File: src/source/perturb_pkg.sv
// Memory-port perturbation subsystem shared definitions
// Bus widths, stall limits, LFSR constants and register map

package perturb_pkg;

    ////////////////////////////////////////////////////////////
    // Bus widths
    ////////////////////////////////////////////////////////////

    localparam int unsigned ADDR_W = 32;
    localparam int unsigned DATA_W = 32;
    localparam int unsigned BE_W   = 4;

    ////////////////////////////////////////////////////////////
    // Stall and response limits
    ////////////////////////////////////////////////////////////

    // Width of every stall count and of the random maximum
    localparam int unsigned STALL_W    = 8;
    // Response slots, also the cap on outstanding transfers
    // Kept a power of two so the FIFO pointers wrap by themselves
    localparam int unsigned RESP_DEPTH = 4;
    localparam int unsigned RESP_PTR_W = $clog2(RESP_DEPTH);
    localparam int unsigned RESP_CNT_W = $clog2(RESP_DEPTH + 1);

    // Random source
    localparam int unsigned LFSR_W = 16;
    // x^16 + x^14 + x^13 + x^11 + 1, right-shifting Galois form
    localparam logic [LFSR_W-1:0] LFSR_TAPS  = 16'hB400;
    localparam logic [LFSR_W-1:0] LFSR_RESET = 16'h0001;

    ////////////////////////////////////////////////////////////
    // Configuration register map
    ////////////////////////////////////////////////////////////

    localparam int unsigned CFG_ADDR_W = 3;

    typedef enum logic {
        STALL_FIXED  = 1'b0,
        STALL_RANDOM = 1'b1
    } stall_mode_e;

    // CFG_CTRL holds enable in bit 0 and mode in bit 1
    typedef enum logic [CFG_ADDR_W-1:0] {
        CFG_CTRL   = 3'd0,
        CFG_GNT    = 3'd1,
        CFG_RVALID = 3'd2,
        CFG_MAX    = 3'd3,
        CFG_SEED   = 3'd4
    } cfg_reg_e;

endpackage

File: src/source/stall_cfg_regs.sv
// Stall configuration registers
// Holds enable, mode, stall counts, random maximum and LFSR seed

module stall_cfg_regs (
    input  logic                                clk_i,
    input  logic                                rst_n_i,
    input  logic                                cfg_we_i,
    input  logic [perturb_pkg::CFG_ADDR_W-1:0] cfg_addr_i,
    input  logic [perturb_pkg::DATA_W-1:0]     cfg_wdata_i,
    output logic [perturb_pkg::DATA_W-1:0]     cfg_rdata_o,
    output logic                                stall_en_o,
    output perturb_pkg::stall_mode_e            stall_mode_o,
    output logic [perturb_pkg::STALL_W-1:0]    gnt_stall_o,
    output logic [perturb_pkg::STALL_W-1:0]    rvalid_stall_o,
    output logic [perturb_pkg::STALL_W-1:0]    max_stall_o,
    output logic                                seed_load_o,
    output logic [perturb_pkg::LFSR_W-1:0]     seed_o
);

    // Register write decode, effective the cycle after the write strobe
    always_ff @(posedge clk_i) begin
        if (!rst_n_i) begin
            stall_en_o     <= 1'b0;
            stall_mode_o   <= perturb_pkg::STALL_FIXED;
            gnt_stall_o    <= '0;
            rvalid_stall_o <= '0;
            max_stall_o    <= '0;
            seed_o         <= '0;
            seed_load_o    <= 1'b0;
        end else begin
            // Seed load strobe lasts exactly one cycle
            seed_load_o <= 1'b0;
            if (cfg_we_i) begin
                case (cfg_addr_i)
                    perturb_pkg::CFG_CTRL: begin
                        stall_en_o   <= cfg_wdata_i[0];
                        stall_mode_o <= perturb_pkg::stall_mode_e'(cfg_wdata_i[1]);
                    end
                    perturb_pkg::CFG_GNT:    gnt_stall_o    <= cfg_wdata_i[perturb_pkg::STALL_W-1:0];
                    perturb_pkg::CFG_RVALID: rvalid_stall_o <= cfg_wdata_i[perturb_pkg::STALL_W-1:0];
                    perturb_pkg::CFG_MAX:    max_stall_o    <= cfg_wdata_i[perturb_pkg::STALL_W-1:0];
                    perturb_pkg::CFG_SEED: begin
                        seed_o      <= cfg_wdata_i[perturb_pkg::LFSR_W-1:0];
                        seed_load_o <= 1'b1;
                    end
                    // Unmapped addresses drop the write
                    default: ;
                endcase
            end
        end
    end

    // Combinational readback, zero extended, unmapped reads zero
    always_comb begin
        cfg_rdata_o = '0;
        case (cfg_addr_i)
            perturb_pkg::CFG_CTRL: begin
                cfg_rdata_o[0] = stall_en_o;
                cfg_rdata_o[1] = stall_mode_o;
            end
            perturb_pkg::CFG_GNT:    cfg_rdata_o[perturb_pkg::STALL_W-1:0] = gnt_stall_o;
            perturb_pkg::CFG_RVALID: cfg_rdata_o[perturb_pkg::STALL_W-1:0] = rvalid_stall_o;
            perturb_pkg::CFG_MAX:    cfg_rdata_o[perturb_pkg::STALL_W-1:0] = max_stall_o;
            perturb_pkg::CFG_SEED:   cfg_rdata_o[perturb_pkg::LFSR_W-1:0]  = seed_o;
            default: ;
        endcase
    end

endmodule

File: src/source/stall_lfsr.sv
// Random stall source
// 16-bit maximal-length Galois LFSR, one step per drawn stall

module stall_lfsr (
    input  logic                            clk_i,
    input  logic                            rst_n_i,
    input  logic                            step_i,
    input  logic                            load_i,
    input  logic [perturb_pkg::LFSR_W-1:0] seed_i,
    output logic [perturb_pkg::LFSR_W-1:0] value_o
);

    logic [perturb_pkg::LFSR_W-1:0] value_q;
    logic [perturb_pkg::LFSR_W-1:0] value_next;

    // Shift right, fold the taps in when a one drops out
    always_comb begin
        value_next = {1'b0, value_q[perturb_pkg::LFSR_W-1:1]};
        if (value_q[0]) begin
            value_next = value_next ^ perturb_pkg::LFSR_TAPS;
        end
    end

    always_ff @(posedge clk_i) begin
        if (!rst_n_i) begin
            value_q <= perturb_pkg::LFSR_RESET;
        end else if (load_i) begin
            // All-zero state would lock up, substitute one
            value_q <= (seed_i == '0) ? perturb_pkg::LFSR_RESET : seed_i;
        end else if (step_i) begin
            value_q <= value_next;
        end
    end

    assign value_o = value_q;

endmodule

File: src/source/stall_injector.sv
// Data port stall injector
// Holds back grants, buffers memory responses and releases them
// after a drawn stall, limiting transfers in flight to RESP_DEPTH

module stall_injector (
    input  logic                            clk_i,
    input  logic                            rst_n_i,
    // Core side
    input  logic                            core_req_i,
    input  logic [perturb_pkg::ADDR_W-1:0] core_addr_i,
    input  logic                            core_we_i,
    input  logic [perturb_pkg::BE_W-1:0]   core_be_i,
    input  logic [perturb_pkg::DATA_W-1:0] core_wdata_i,
    output logic                            core_gnt_o,
    output logic                            core_rvalid_o,
    output logic [perturb_pkg::DATA_W-1:0] core_rdata_o,
    // Memory side
    output logic                            mem_req_o,
    output logic [perturb_pkg::ADDR_W-1:0] mem_addr_o,
    output logic                            mem_we_o,
    output logic [perturb_pkg::BE_W-1:0]   mem_be_o,
    output logic [perturb_pkg::DATA_W-1:0] mem_wdata_o,
    input  logic                            mem_gnt_i,
    input  logic                            mem_rvalid_i,
    input  logic [perturb_pkg::DATA_W-1:0] mem_rdata_i,
    // Configuration and random source
    input  logic                            stall_en_i,
    input  perturb_pkg::stall_mode_e        stall_mode_i,
    input  logic [perturb_pkg::STALL_W-1:0] gnt_stall_i,
    input  logic [perturb_pkg::STALL_W-1:0] rvalid_stall_i,
    input  logic [perturb_pkg::STALL_W-1:0] max_stall_i,
    input  logic [perturb_pkg::LFSR_W-1:0] rand_i,
    output logic                            draw_o
);

    typedef enum logic { GNT_IDLE, GNT_WAIT } gnt_state_e;
    typedef enum logic { RSP_IDLE, RSP_WAIT } rsp_state_e;

    logic [perturb_pkg::STALL_W-1:0]    rand_clamped;
    logic [perturb_pkg::STALL_W-1:0]    gnt_draw;
    logic [perturb_pkg::STALL_W-1:0]    rsp_draw;
    gnt_state_e                         gnt_state_q;
    logic [perturb_pkg::STALL_W-1:0]    gnt_cnt_q;
    logic                               gnt_new;
    logic                               gnt_open;
    logic                               slot_free;
    logic [perturb_pkg::RESP_CNT_W-1:0] out_cnt_q;
    logic [perturb_pkg::DATA_W-1:0]     fifo_mem_q [perturb_pkg::RESP_DEPTH];
    logic [perturb_pkg::RESP_PTR_W-1:0] fifo_wr_ptr_q;
    logic [perturb_pkg::RESP_PTR_W-1:0] fifo_rd_ptr_q;
    logic [perturb_pkg::RESP_CNT_W-1:0] fifo_cnt_q;
    rsp_state_e                         rsp_state_q;
    logic [perturb_pkg::STALL_W-1:0]    rsp_cnt_q;
    logic                               rsp_new;

    ////////////////////////////////////////////////////////////
    // Stall draw
    ////////////////////////////////////////////////////////////

    // Both paths share one LFSR value, so a joint draw steps it once
    always_comb begin
        rand_clamped = rand_i[perturb_pkg::STALL_W-1:0];
        if (rand_clamped > max_stall_i) begin
            rand_clamped = max_stall_i;
        end
        if (!stall_en_i) begin
            gnt_draw = '0;
            rsp_draw = '0;
        end else if (stall_mode_i == perturb_pkg::STALL_FIXED) begin
            gnt_draw = gnt_stall_i;
            rsp_draw = rvalid_stall_i;
        end else begin
            gnt_draw = rand_clamped;
            rsp_draw = rand_clamped;
        end
    end

    assign draw_o = gnt_new || rsp_new;

    ////////////////////////////////////////////////////////////
    // Grant path
    ////////////////////////////////////////////////////////////

    // New request when idle, the draw cycle itself counts as a stall cycle
    assign gnt_new   = (gnt_state_q == GNT_IDLE) && core_req_i;
    assign gnt_open  = (gnt_state_q == GNT_IDLE) ? (gnt_draw == '0) : (gnt_cnt_q == '0);
    // No new grant while every response slot is claimed
    assign slot_free = out_cnt_q < perturb_pkg::RESP_DEPTH;

    assign mem_req_o  = core_req_i && gnt_open && slot_free;
    assign core_gnt_o = mem_req_o && mem_gnt_i;

    // Request fields go straight to memory
    assign mem_addr_o  = core_addr_i;
    assign mem_we_o    = core_we_i;
    assign mem_be_o    = core_be_i;
    assign mem_wdata_o = core_wdata_i;

    always_ff @(posedge clk_i) begin
        if (!rst_n_i) begin
            gnt_state_q <= GNT_IDLE;
            gnt_cnt_q   <= '0;
        end else begin
            case (gnt_state_q)
                GNT_IDLE: begin
                    if (gnt_new && !core_gnt_o) begin
                        gnt_state_q <= GNT_WAIT;
                        // One less, the draw cycle already stalled once
                        gnt_cnt_q   <= (gnt_draw == '0) ? '0 : gnt_draw - 1'b1;
                    end
                end
                GNT_WAIT: begin
                    if (gnt_cnt_q != '0) begin
                        gnt_cnt_q <= gnt_cnt_q - 1'b1;
                    end else if (core_gnt_o) begin
                        gnt_state_q <= GNT_IDLE;
                    end
                end
                default: gnt_state_q <= GNT_IDLE;
            endcase
        end
    end

    // Transfers granted but not yet answered to the core
    always_ff @(posedge clk_i) begin
        if (!rst_n_i) begin
            out_cnt_q <= '0;
        end else begin
            case ({core_gnt_o, core_rvalid_o})
                2'b10:   out_cnt_q <= out_cnt_q + 1'b1;
                2'b01:   out_cnt_q <= out_cnt_q - 1'b1;
                default: ;
            endcase
        end
    end

    ////////////////////////////////////////////////////////////
    // Response path
    ////////////////////////////////////////////////////////////

    // Head draws once on arrival, zero stall releases at once
    assign rsp_new       = (rsp_state_q == RSP_IDLE) && (fifo_cnt_q != '0);
    assign core_rvalid_o = (rsp_state_q == RSP_IDLE) ? (rsp_new && (rsp_draw == '0))
                                                     : (rsp_cnt_q == '0);
    assign core_rdata_o  = fifo_mem_q[fifo_rd_ptr_q];

    // Response data storage
    always_ff @(posedge clk_i) begin
        if (mem_rvalid_i) begin
            fifo_mem_q[fifo_wr_ptr_q] <= mem_rdata_i;
        end
    end

    always_ff @(posedge clk_i) begin
        if (!rst_n_i) begin
            fifo_wr_ptr_q <= '0;
            fifo_rd_ptr_q <= '0;
            fifo_cnt_q    <= '0;
        end else begin
            if (mem_rvalid_i) begin
                fifo_wr_ptr_q <= fifo_wr_ptr_q + 1'b1;
            end
            if (core_rvalid_o) begin
                fifo_rd_ptr_q <= fifo_rd_ptr_q + 1'b1;
            end
            case ({mem_rvalid_i, core_rvalid_o})
                2'b10:   fifo_cnt_q <= fifo_cnt_q + 1'b1;
                2'b01:   fifo_cnt_q <= fifo_cnt_q - 1'b1;
                default: ;
            endcase
        end
    end

    always_ff @(posedge clk_i) begin
        if (!rst_n_i) begin
            rsp_state_q <= RSP_IDLE;
            rsp_cnt_q   <= '0;
        end else begin
            case (rsp_state_q)
                RSP_IDLE: begin
                    if (rsp_new && (rsp_draw != '0)) begin
                        rsp_state_q <= RSP_WAIT;
                        rsp_cnt_q   <= rsp_draw - 1'b1;
                    end
                end
                RSP_WAIT: begin
                    if (rsp_cnt_q != '0) begin
                        rsp_cnt_q <= rsp_cnt_q - 1'b1;
                    end else begin
                        // Head leaves this cycle
                        rsp_state_q <= RSP_IDLE;
                    end
                end
                default: rsp_state_q <= RSP_IDLE;
            endcase
        end
    end

endmodule

File: src/source/perturb_top.sv
// Memory-port perturbation subsystem top level
// Register block, random source and stall injector on the data port

module perturb_top (
    input  logic                                clk_i,
    input  logic                                rst_n_i,
    // Core side
    input  logic                                core_req_i,
    input  logic [perturb_pkg::ADDR_W-1:0]     core_addr_i,
    input  logic                                core_we_i,
    input  logic [perturb_pkg::BE_W-1:0]       core_be_i,
    input  logic [perturb_pkg::DATA_W-1:0]     core_wdata_i,
    output logic                                core_gnt_o,
    output logic                                core_rvalid_o,
    output logic [perturb_pkg::DATA_W-1:0]     core_rdata_o,
    // Memory side
    output logic                                mem_req_o,
    output logic [perturb_pkg::ADDR_W-1:0]     mem_addr_o,
    output logic                                mem_we_o,
    output logic [perturb_pkg::BE_W-1:0]       mem_be_o,
    output logic [perturb_pkg::DATA_W-1:0]     mem_wdata_o,
    input  logic                                mem_gnt_i,
    input  logic                                mem_rvalid_i,
    input  logic [perturb_pkg::DATA_W-1:0]     mem_rdata_i,
    // Register port
    input  logic                                cfg_we_i,
    input  logic [perturb_pkg::CFG_ADDR_W-1:0] cfg_addr_i,
    input  logic [perturb_pkg::DATA_W-1:0]     cfg_wdata_i,
    output logic [perturb_pkg::DATA_W-1:0]     cfg_rdata_o
);

    logic                            stall_en;
    perturb_pkg::stall_mode_e        stall_mode;
    logic [perturb_pkg::STALL_W-1:0] gnt_stall;
    logic [perturb_pkg::STALL_W-1:0] rvalid_stall;
    logic [perturb_pkg::STALL_W-1:0] max_stall;
    logic                            seed_load;
    logic [perturb_pkg::LFSR_W-1:0]  seed;
    logic [perturb_pkg::LFSR_W-1:0]  lfsr_value;
    logic                            draw;

    stall_cfg_regs u_cfg_regs (
        .clk_i(clk_i), .rst_n_i(rst_n_i),
        .cfg_we_i(cfg_we_i), .cfg_addr_i(cfg_addr_i),
        .cfg_wdata_i(cfg_wdata_i), .cfg_rdata_o(cfg_rdata_o),
        .stall_en_o(stall_en), .stall_mode_o(stall_mode),
        .gnt_stall_o(gnt_stall), .rvalid_stall_o(rvalid_stall),
        .max_stall_o(max_stall), .seed_load_o(seed_load), .seed_o(seed)
    );

    // Steps only when the injector draws a stall
    stall_lfsr u_lfsr (
        .clk_i(clk_i), .rst_n_i(rst_n_i),
        .step_i(draw), .load_i(seed_load), .seed_i(seed), .value_o(lfsr_value)
    );

    stall_injector u_injector (
        .clk_i(clk_i), .rst_n_i(rst_n_i),
        .core_req_i(core_req_i), .core_addr_i(core_addr_i), .core_we_i(core_we_i),
        .core_be_i(core_be_i), .core_wdata_i(core_wdata_i), .core_gnt_o(core_gnt_o),
        .core_rvalid_o(core_rvalid_o), .core_rdata_o(core_rdata_o),
        .mem_req_o(mem_req_o), .mem_addr_o(mem_addr_o), .mem_we_o(mem_we_o),
        .mem_be_o(mem_be_o), .mem_wdata_o(mem_wdata_o), .mem_gnt_i(mem_gnt_i),
        .mem_rvalid_i(mem_rvalid_i), .mem_rdata_i(mem_rdata_i),
        .stall_en_i(stall_en), .stall_mode_i(stall_mode), .gnt_stall_i(gnt_stall),
        .rvalid_stall_i(rvalid_stall), .max_stall_i(max_stall),
        .rand_i(lfsr_value), .draw_o(draw)
    );

endmodule

File: config.mk
export PLATFORM = sky130hd
export DESIGN_NAME = perturb_top
export DESIGN_NICKNAME = d
export VERILOG_FILES = /design/src/source/perturb_pkg.sv /design/src/source/stall_cfg_regs.sv /design/src/source/stall_lfsr.sv /design/src/source/stall_injector.sv /design/src/source/perturb_top.sv
export SDC_FILE = /design/constraint.sdc
export NUM_CORES = 1
export LEC_CHECK = 0
export BUFFER_PORTS_ARGS = -buffer_cell sky130_fd_sc_hd__buf_4
export CAP_MARGIN = 5
export CORE_ASPECT_RATIO = 0.9
export CORE_UTILIZATION = 30
export CTS_BUF_LIST = sky130_fd_sc_hd__clkbuf_8 sky130_fd_sc_hd__clkbuf_16
export CTS_CLUSTER_SIZE = 40
export DETAILED_ROUTE_END_ITERATION = 8
export PLACE_DENSITY = 0.51
export REMOVE_ABC_BUFFERS = 1
export SLEW_MARGIN = 20
export SYNTH_ARGS = -nofsm -noshare
export SYNTH_HDL_FRONTEND = slang
export SYNTH_HIERARCHICAL = 1
export SYNTH_SLANG_ARGS = --single-unit
File: constraint.sdc
create_clock -name clk_i -period 8.9 [get_ports clk_i]
set_clock_uncertainty 0.1 [all_clocks]
set_input_delay 1.78 -clock clk_i [delete_from_list [all_inputs] [get_ports clk_i]]
set_output_delay 1.78 -clock clk_i [all_outputs]
set_load 0.005 [all_outputs]
After elaboration in Yosys (flattened, before gate mapping)
Memories as Yosys holds them, arrays and structs flattened. A register that Yosys moved wholly into a read port is not among the register bits.
Index checks and enable logic that the tools add are counted.
{ "totals": {"ramBits": 128, "out_inout_bits": 136, "mem_count": 1, "reg_bits": 87, "wordCells": 110} }
{ "classes": {"eq_ne": 12, "n_reduce_logical": 31, "n_addsub": 10, "bitwise_logic": 3, "n_lt_le_gt_ge": 2, "muxes": 35} }
{ "memory_table": {"columns": ["name", "words", "width", "rd", "rd_ports_with_merged_regs", "wr", "line", "text"], "rows": [
  ["u_injector.fifo_mem_q", 4, 32, 1, 1, 1, "stall_injector.sv:48", "logic [perturb_pkg::DATA_W-1:0] fifo_mem_q [perturb_pkg::RESP_DEPTH];"]
]} }
{ "op_table": {"columns": ["cell", "n"], "rows": [
  ["8-bit 2-to-1 mux", 11],
  ["16-bit 2-to-1 mux", 4],
  ["8-bit zero test", 4],
  ["8-bit one-hot mux with 2 select lines", 2],
  ["8-bit by 1-bit subtractor with 8-bit output, second input constant", 4],
  ["6-bit one-hot mux with 4 select lines", 1],
  ["8-bit nonzero test", 3],
  ["16-bit zero test", 1],
  ["2-bit AND reduction", 8],
  ["3-bit one-hot mux with 2 select lines", 2],
  ["1-bit 2-to-1 mux", 10],
  ["2-bit one-hot mux with 5 select lines", 1],
  ["8-bit > comparator", 1],
  ["1-bit logical AND", 8],
  ["2-bit != test, second input constant", 4],
  ["3-bit by 1-bit adder with 3-bit output, second input constant", 2],
  ["3-bit by 2-bit == test with 1-bit output, second input constant", 2],
  ["2-bit nonzero test", 3],
  ["3-bit by 1-bit subtractor with 3-bit output, second input constant", 2],
  ["2-bit by 1-bit adder with 2-bit output, second input constant", 2],
  ["2-bit by 1-bit == test with 1-bit output, second input constant", 2],
  ["2-bit == test, second input constant", 2],
  ["2-bit 2-to-1 mux", 2],
  ["3-bit inverter with 4-bit output", 1],
  ["other kinds (9)", 11]
]} }

Logic depth before layout (Yosys ltp)
Gate-level depths: netlist of run 1.
{ "depth": {"word_depth": 13, "ltp_mapped": 19} }

Modules after synthesis
Netlist of run 1, hierarchy kept.
{ "by_module_without_submodules": {"columns": ["module", "seq_area_each_um2", "cells_each", "area_per_inst_um2", "n_inst"], "rows": [
  ["stall_injector", 4444.3, 587, 7922.6, 1],
  ["stall_cfg_regs", 860.8, 235, 2154.6, 1],
  ["stall_lfsr", 320.3, 93, 852.1, 1]
]} }

Least setup slack after synthesis of run 1
OpenSTA, ideal clock, no wires.
{ "synth_timing": {"path_type": "flip-flop to output port", "startpoint": "reg u_cfg_regs/max_stall_o[5] (netlist bit)", "endpoint": "out core_gnt_o", "path_stages_with_launch": 15, "t_required_ps": 7020, "setup_slack_ps": 4272, "arrival_ps": 2748, "cell_sequence": "dfxtp_1 inv_1 ha_1 a211o_1 a21oi_4 and3_1 buf_6 o21ai_0 a31oi_1 inv_1 ha_1 nor3b_4 a21oi_4 nand3b_1 inv_1"} }
{ "synth_between": {"elab_chain_cells": 9} }
{ "synth_lines": {"columns": ["element", "line", "text"], "rows": [
  ["start, declared", "stall_cfg_regs.sv:15", "output logic [perturb_pkg::STALL_W-1:0] max_stall_o,"],
  ["start signal, assigned", "stall_cfg_regs.sv:41", "perturb_pkg::CFG_MAX: max_stall_o <= cfg_wdata_i[perturb_pkg::STALL_W-1:0];"],
  ["8-bit > comparator", "stall_injector.sv:63", "if (rand_clamped > max_stall_i) begin"],
  ["8-bit 2-to-1 mux *", "stall_injector.sv:63", null],
  ["8-bit 2-to-1 mux *", "stall_injector.sv:69", "end else if (stall_mode_i == perturb_pkg::STALL_FIXED) begin"],
  ["8-bit 2-to-1 mux *", "stall_injector.sv:66", "if (!stall_en_i) begin"],
  ["8-bit zero test *", "stall_injector.sv:86", "assign gnt_open = (gnt_state_q == GNT_IDLE) ? (gnt_draw == '0) : (gnt_cnt_q == '0);"],
  ["1-bit 2-to-1 mux *", "stall_injector.sv:86", null],
  ["1-bit logical AND * (2 in a row)", "stall_injector.sv:90", "assign mem_req_o = core_req_i && gnt_open && slot_free;"],
  ["1-bit logical AND *", "stall_injector.sv:91", "assign core_gnt_o = mem_req_o && mem_gnt_i;"],
  ["end, declared", "perturb_top.sv:13", "output logic core_gnt_o,"]
]} }
Mark *: on every way between the ends. The rest lies on a longest branch, timed or not.

Final worst setup path of run 1
Ends and elaborated chain as after synthesis.

==> results of run 1 <==
flip-flops by register name, summed over array words and instances (netlist names), named ones only:
name                       count
u_injector/gnt_cnt_q           8
u_injector/fifo_wr_ptr_q       2
u_cfg_regs/rvalid_stall_o      8
u_injector/fifo_cnt_q          3
u_injector/fifo_mem_q        128
u_injector/gnt_state_q         1
u_cfg_regs/stall_en_o          1
u_cfg_regs/seed_o             16
u_cfg_regs/seed_load_o         1
u_lfsr/value_o                16
u_injector/rsp_cnt_q           8
u_cfg_regs/gnt_stall_o         8
u_injector/fifo_rd_ptr_q       2
u_injector/out_cnt_q           3
u_cfg_regs/stall_mode_o        1
u_injector/rsp_state_q         1
u_cfg_regs/max_stall_o         8
worst max-delay path by stage:
stage / endpoint / slack, ps / cells after the start
after floorplan: core_gnt_o / 4130 / 13
after global placement: core_gnt_o / 3480 / 14
after detailed placement: core_gnt_o / 3460 / 14
after CTS: core_gnt_o / 2810 / 14
after global routing: core_gnt_o / 2620 / 14
final: core_gnt_o / 2880 / 14
stage by stage:
stage	utilization (%)	std cells	instance area, sq um	power (mW)	hold slack [ps]
6_report	34.5	1428	12200	2.83	385
5_1_grt	34.5	1428	12200	2.99	417
4_1_cts	34.5	1428	12200	2.88	388
3_5_place_dp	32.4	1384	11500	1.91	380
3_3_place_gp	32.4	1384	11500	1.90	373
2_1_floorplan	-	800	10000	1.62	350
cell usage in the layout, fill, tap and decap left out, types with 8 or more instances in the layout:
master,instances
edfxtp_1,128
buf_4,115
dfxtp_1,88
nand2_1,65
o21ai_0,44
mux2i_1,43
nand3_1,37
mux4_2,32
inv_1,29
nor2b_1,28
clkbuf_16,25
nor2_1,25
o21ai_1,22
a21oi_1,21
and2_1,19
ha_1,18
conb_1,16
a31oi_1,16
xor2_1,12
a22oi_1,11
and3_1,10
a21boi_1,10
nor4_1,8
cells in the mapped netlist (all sizes together) (8+ instances only):
cell type,number,area share [%]
nor2b,28,1.6
nor3,8,0.47
and2,19,1.1
nor4,10,0.85
nand3,38,1.8
buf,113,8.0
and3,10,0.57
edfxtp,128,35
xor2,12,0.96
a22oi,11,0.76
o211ai,10,0.90
a21boi,11,0.76
o21ai,68,3.2
nor2,27,1.0
dfxtp,89,16
a31oi,18,1.2
mux2i,43,3.9
ha,18,2.1
nand2,65,2.2
a21oi,28,1.7
mux4,32,6.6
clkbuf,16,0.56
inv,28,0.96
final cells by class:
class	count	area [sq um]	area share [%]
Inverter	28	105	0.858
Timing Repair Buffer	115	863	7.05
Clock inverter	17	111	0.909
Multi-Input combinational cell	555	4300	35.1
Sequential cell	217	5630	45.9
Tap cell	469	587	4.79
Clock buffer	27	653	5.33
kinds of logic (layout without fill, tap and decap cells):
family,Yosys count,in the layout,synth area share (%)
AO/OA/AOI/OAI,183,183,11.6
XOR/XNOR,18,18,1.44
adder cells (fa/ha/maj),20,20,2.43
buffers and inverters,158,187,9.67
flip-flops,217,217,51.5
multiplexers,76,76,10.6
other,1,16,0.0343
AND/OR/NAND/NOR,242,242,12.8
worst max-delay path: cells and delay by family (launching register included):
kind,cells,cell delay [ps]
compound gates,5,1410
buf+inv,4,390
simple gates,3,860
flops,1,400
fa+ha+maj,2,510
routing by layer:
layer	vias to the layer above	GRT usage, %	share of wire [%]
met2	339	22.3	39
met3	51	10.1	13
met5	-	7.01	0.99
li1	3344	-	-
met1	3544	22.5	45
met4	8	3.52	1.8
power by group:
| part | total (mW) | internal, mW | leakage (nW) | switching (mW) |
|---|---|---|---|---|
| Combinational | 0.694 | 0.349 | 2.06 | 0.346 |
| Clock | 0.960 | 0.533 | 0.372 | 0.427 |
| Sequential | 1.18 | 1.14 | 1.90 | 0.0434 |
==> out/qor.yml, run 1 <==
fmax_mhz: 166
crit_path_end_kind: "output port"
crit_top_cell: "inv_1"
tightest_slew_ps: 918
die_w_um: 203
fin_crit_sh_pct: 67.6
rows: 65
die-area_sq_um: 37200
maxCapViolations: 0
port_buffers: 107
num_vias: 7286
place.gp.congestion: 0.837
syn_area_per_cell_sq_um: 11.9
avgViaCountPerCell: 5.10
status: "finished clean"
cts.reportedPaths.clkPinSlew_ps: 60
async_flop_share_pct: 0
syn-instance-count: 915
synthDistinctLibCells: 85
clkLatencyLatePin_ps: 550
syn_area_sq_um: 10900
yosysWarnings: 6
cts_hold_buf: 0
drive_gt1_share_pct: 23.4
grt_pass1_vias: 7008
htree_levels: 1
grt_max_degree: 80
yosysSeqAreaShare_pct: 51.5
worstPathRequired_ps: 7020
final_hold_viol_count: 0
post_cts_buffers: 0
setup_viol: 0
min_from: "u_injector/fifo_cnt_q[2]$_SDFFE_PN0P_"
initial_utilization_pct: 30.8
setup_tns_ps: 0
drt_pass1_iterations: 5
antenna_cells: 0
drc: 0
grt_first_pass_wirelength_um: 47000
core_area_sq_um: 35500
cp.arrival_ps: 4140
synth_edf_count: 128
grt-ovfl-total: 0
root_buffer: "clkbuf_16"
whs_path_depth: 2
timing.final.ws_setup_ps: 2880
cts.sinks: 217
slew_headroom_pct: 38.7
tritoncts: "yes"
nFillCells: 3593
hold-path-endpoint: "u_injector/fifo_cnt_q[2]$_SDFFE_PN0P_"
hpwl_um: 21700
critPathMaxStageDelay_ps: 460
syn_to_final_growth_pct: 12.1
cpMaxStageDelayCell: "and3_1"
die_h_um: 183
cts_buffer_depth: 3
synth-seq-cells: 217
r2r_cells: 18
path_cells: "inv_1 -> ha_1 -> a211o_1 -> a21oi_4 -> and3_1 -> o21ai_0 -> a31oi_1 -> inv_1 -> ha_1 -> nor3b_4 -> a21oi_4 -> nand3b_1 -> inv_1 -> buf_4"
pre_cts_slack_ps: 3460
track_usage_pct: 16.9
fin_crit_ps: 6020
hold_path_class: "register to register"
power_density_nw_per_um2: 231
regToRegStartpoint: "u_cfg_regs/max_stall_o[5]$_SDFFE_PN0P_"
r2r-end: "u_injector/out_cnt_q[2]$_SDFFE_PN0P_"
path_max_fanout: 10
p_leak_nw: 4.33
cts-resized-gates: 0
finalNetCount: 1104
drv_slew: 0
ios: 278
drtIter0Drc: 500
ant_nets: 0
wl_per_cell_um: 22.2
grt_antenna_before_repair: 0
path_class: "register to output port"
cts_made_buffers: 25
routed_wl_um: 31700
irDropWorstVdd_mv: 0.145
ys.flop_type: "edfxtp_1"
r2r_setup_slack_ps: 4060
start_kind: "register"
startpoint: "u_cfg_regs/max_stall_o[5]$_SDFFE_PN0P_"
grt_setup_unrepaired: "no"
(Power assumes the default switching activity.)
==> run 2: changes to the inputs <==
==> constraint.sdc (replaced) <==
create_clock -name clk_i -period 5.6 [get_ports clk_i]
set_clock_uncertainty 0.1 [all_clocks]
set_input_delay 1.12 -clock clk_i [delete_from_list [all_inputs] [get_ports clk_i]]
set_output_delay 1.12 -clock clk_i [all_outputs]
set_load 0.005 [all_outputs]
==> run 2 against run 1 <==
Net effect: worst hold slack improved by 12 ps; critical endpoint unchanged; largest cell class unchanged; first-iteration DRC count up 1.2%; non-clock buffer count unchanged.
==> out/qor.yml, run 2 (same netlist as run 1, synthesis figures left out) <==
status: "finished clean"  # unchanged
p_switching_mw: 1.30  # was 0.816 mW
die_w_um: 203  # unchanged
largest_register_ffs: 128  # unchanged
fmax_mhz: 189
grt_first_pass_wirelength_um: 47200  # was 47000 um
mostFrequentLayoutCell: "edfxtp_1"  # unchanged
layout_common_cells: "edfxtp_1, buf_4, dfxtp_1"  # unchanged
core_area_sq_um: 35500  # unchanged
maxCapViolations: 0  # unchanged
finalNetCount: 1104  # unchanged
r2r_setup_slack_ps: 840  # was 4060 ps
antenna_cells: 0  # unchanged
initial_utilization_pct: 30.8  # unchanged
place.gp.congestion: 0.822  # was 0.837
r2r-end: "u_injector/out_cnt_q[2]$_SDFFE_PN0P_"  # unchanged
rows: 65  # unchanged
dp.cells: 1384  # unchanged
fin_cells: 1430  # was 1428
root_buffer: "clkbuf_16"  # unchanged
grt_antenna_before_repair: 0  # unchanged
regMostFlops: "u_injector/fifo_mem_q"  # unchanged
worstPathRequired_ps: 4380  # was 7020 ps
whs_path_depth: 2  # unchanged
pwr-share-seq_pct: 40.3  # was 41.6%
htree_levels: 1  # unchanged
clkLatencyLatePin_ps: 530  # was 550 ps
slew_headroom_pct: 37.4  # was 38.7%
drive_gt1_share_pct: 23.8  # was 23.4%
setup_tns_ps: 0  # unchanged
irDropWorstVdd_mv: 0.232  # was 0.145 mV
cts.reportedPaths.clkPinSlew_ps: 60  # about the same
drtIter0Drc: 506  # was 500
grt_setup_unrepaired: "no"  # unchanged
p_sw_share_pct: 27.3  # was 28.8%
r2r_cells: 18  # unchanged
path_max_fanout: 10  # unchanged
ios: 278  # unchanged
cp.arrival_ps: 4060  # was 4140 ps
final_util_pct: 34.9  # was 34.5%
ant_nets: 0  # unchanged
fin_crit_ps: 5280
hold_path_class: "register to register"  # unchanged
min_from: "u_cfg_regs/seed_o[4]$_SDFFE_PN0P_"  # was u_injector/fifo_cnt_q[2]$_SDFFE_PN0P_
cts-resized-gates: 0  # unchanged
p_leak_nw: 4.40  # was 4.33 nW
num_vias: 7290  # was 7286
p_int_mw: 3.46  # was 2.02 mW
die-area_sq_um: 37200  # unchanged
hold-path-endpoint: "u_cfg_regs/seed_o[4]$_SDFFE_PN0P_"  # was u_injector/fifo_cnt_q[2]$_SDFFE_PN0P_
track_usage_pct: 16.9  # about the same
cts.sinks: 217  # unchanged
routed_wl_um: 31600  # was 31700 um
port_buffers: 107  # unchanged
crit_path_end_kind: "output port"  # unchanged
drt_pass1_iterations: 5  # unchanged
wl_per_cell_um: 22.1  # was 22.2 um
cts_made_buffers: 25  # unchanged
pwr-share-comb_pct: 22.5  # was 24.5%
tightest_slew_ps: 938  # was 918 ps
fin_crit_sh_pct: 94.3
power_density_nw_per_um2: 384  # was 231 nW/um^2
regToRegStartpoint: "u_cfg_regs/max_stall_o[5]$_SDFFE_PN0P_"  # unchanged
die_h_um: 183  # unchanged
cts_buffer_depth: 3  # unchanged
drc: 0  # unchanged
avgViaCountPerCell: 5.10  # about the same
grt_pass1_vias: 7090  # was 7008
final_hold_viol_count: 0  # unchanged
post_cts_buffers: 0  # unchanged
start_kind: "register"  # unchanged
syn_to_final_growth_pct: 13.4  # was 12.1%
total_power_mw: 4.76  # was 2.83 mW
path_class: "register to output port"  # unchanged
drv_slew: 0  # unchanged
tritoncts: "yes"  # unchanged
grt-ovfl-total: 0  # unchanged
hpwl_um: 21900  # was 21700 um
clkPwrFrac_pct: 37.2  # was 33.9%
grt_max_degree: 70  # was 80
setup_viol: 0  # unchanged
cts_hold_buf: 0  # unchanged
-- run 2: cell types whose count changed in the layout (fill, tap and decap cells not counted) --
cell	before	now
bufinv_16	0	5
clkinv_1	4	2
clkbuf_16	25	26
clkinv_2	5	6
clkinv_4	2	1
clkinvlp_4	4	3
inv_1	29	28
inv_16	1	0
inv_6	0	1
-- run 2: stage by stage --
stage                     instance area [sq um]  hold WS (ps)  setup WS [ps]
after floorplan                           10000           350           1430
after global placement                    11500           377            893
after detailed placement                  11500           389            859
after CTS                                 12400           398            290
after global routing                      12400           429           82.7
final                                     12400           396            319
-- run 2: worst max path at each step --
stage,end,cells past startpoint,slack (ps),from
2_1_floorplan,u_injector/out_cnt_q[2]$_SDFFE_PN0P_,18,1430,u_cfg_regs/max_stall_o[5]$_SDFFE_PN0P_
3_3_place_gp,core_gnt_o,14,890,u_cfg_regs/max_stall_o[5]$_SDFFE_PN0P_
3_5_place_dp,u_injector/out_cnt_q[2]$_SDFFE_PN0P_,18,860,u_cfg_regs/max_stall_o[5]$_SDFFE_PN0P_
4_1_cts,core_gnt_o,14,290,u_cfg_regs/max_stall_o[5]$_SDFFE_PN0P_
5_1_grt,core_gnt_o,14,80,u_cfg_regs/max_stall_o[6]$_SDFFE_PN0P_
6_report,core_gnt_o,14,320,u_cfg_regs/max_stall_o[5]$_SDFFE_PN0P_
-- run 2: worst max-delay path, cell delays in order (launching register included) --
cell	delay, ps
dfxtp_1	380
inv_1	70
ha_1	310
a211o_1	300
a21oi_4	200
and3_1	450
o21ai_0	250
a31oi_1	360
inv_1	130
ha_1	210
nor3b_4	180
a21oi_4	300
nand3b_1	210
inv_1	60
buf_4	130
-- run 2: final cells by class --
type / count / area (sq um)
Inverter: 28 / 105
Timing Repair Buffer: 115 / 863
Fill cell: 3578 / 23100
Tap cell: 469 / 587
Clock inverter: 18 / 228
Multi-Input combinational cell: 555 / 4300
Clock buffer: 28 / 678
Sequential cell: 217 / 5630
-- run 2: power by group through the flow --
stage / sequential, mW / clock (mW) / combinational [mW]
finish: 1.92 / 1.77 / 1.07
global route: 1.94 / 1.88 / 1.18
CTS: 1.92 / 1.83 / 1.09
detailed placement: 1.96 / 0 / 1.08
global placement: 1.95 / 0 / 1.07
floorplan: 1.96 / 0 / 0.624
-- run 2: per-layer routing --
metal	GRT usage [%]	vias to the layer above	wire length, um
li1	-	3340	-
met3	9.38	47	4030
met2	22.7	357	12500
met4	3.31	10	568
met5	6.88	-	325
met1	22.8	3536	14200
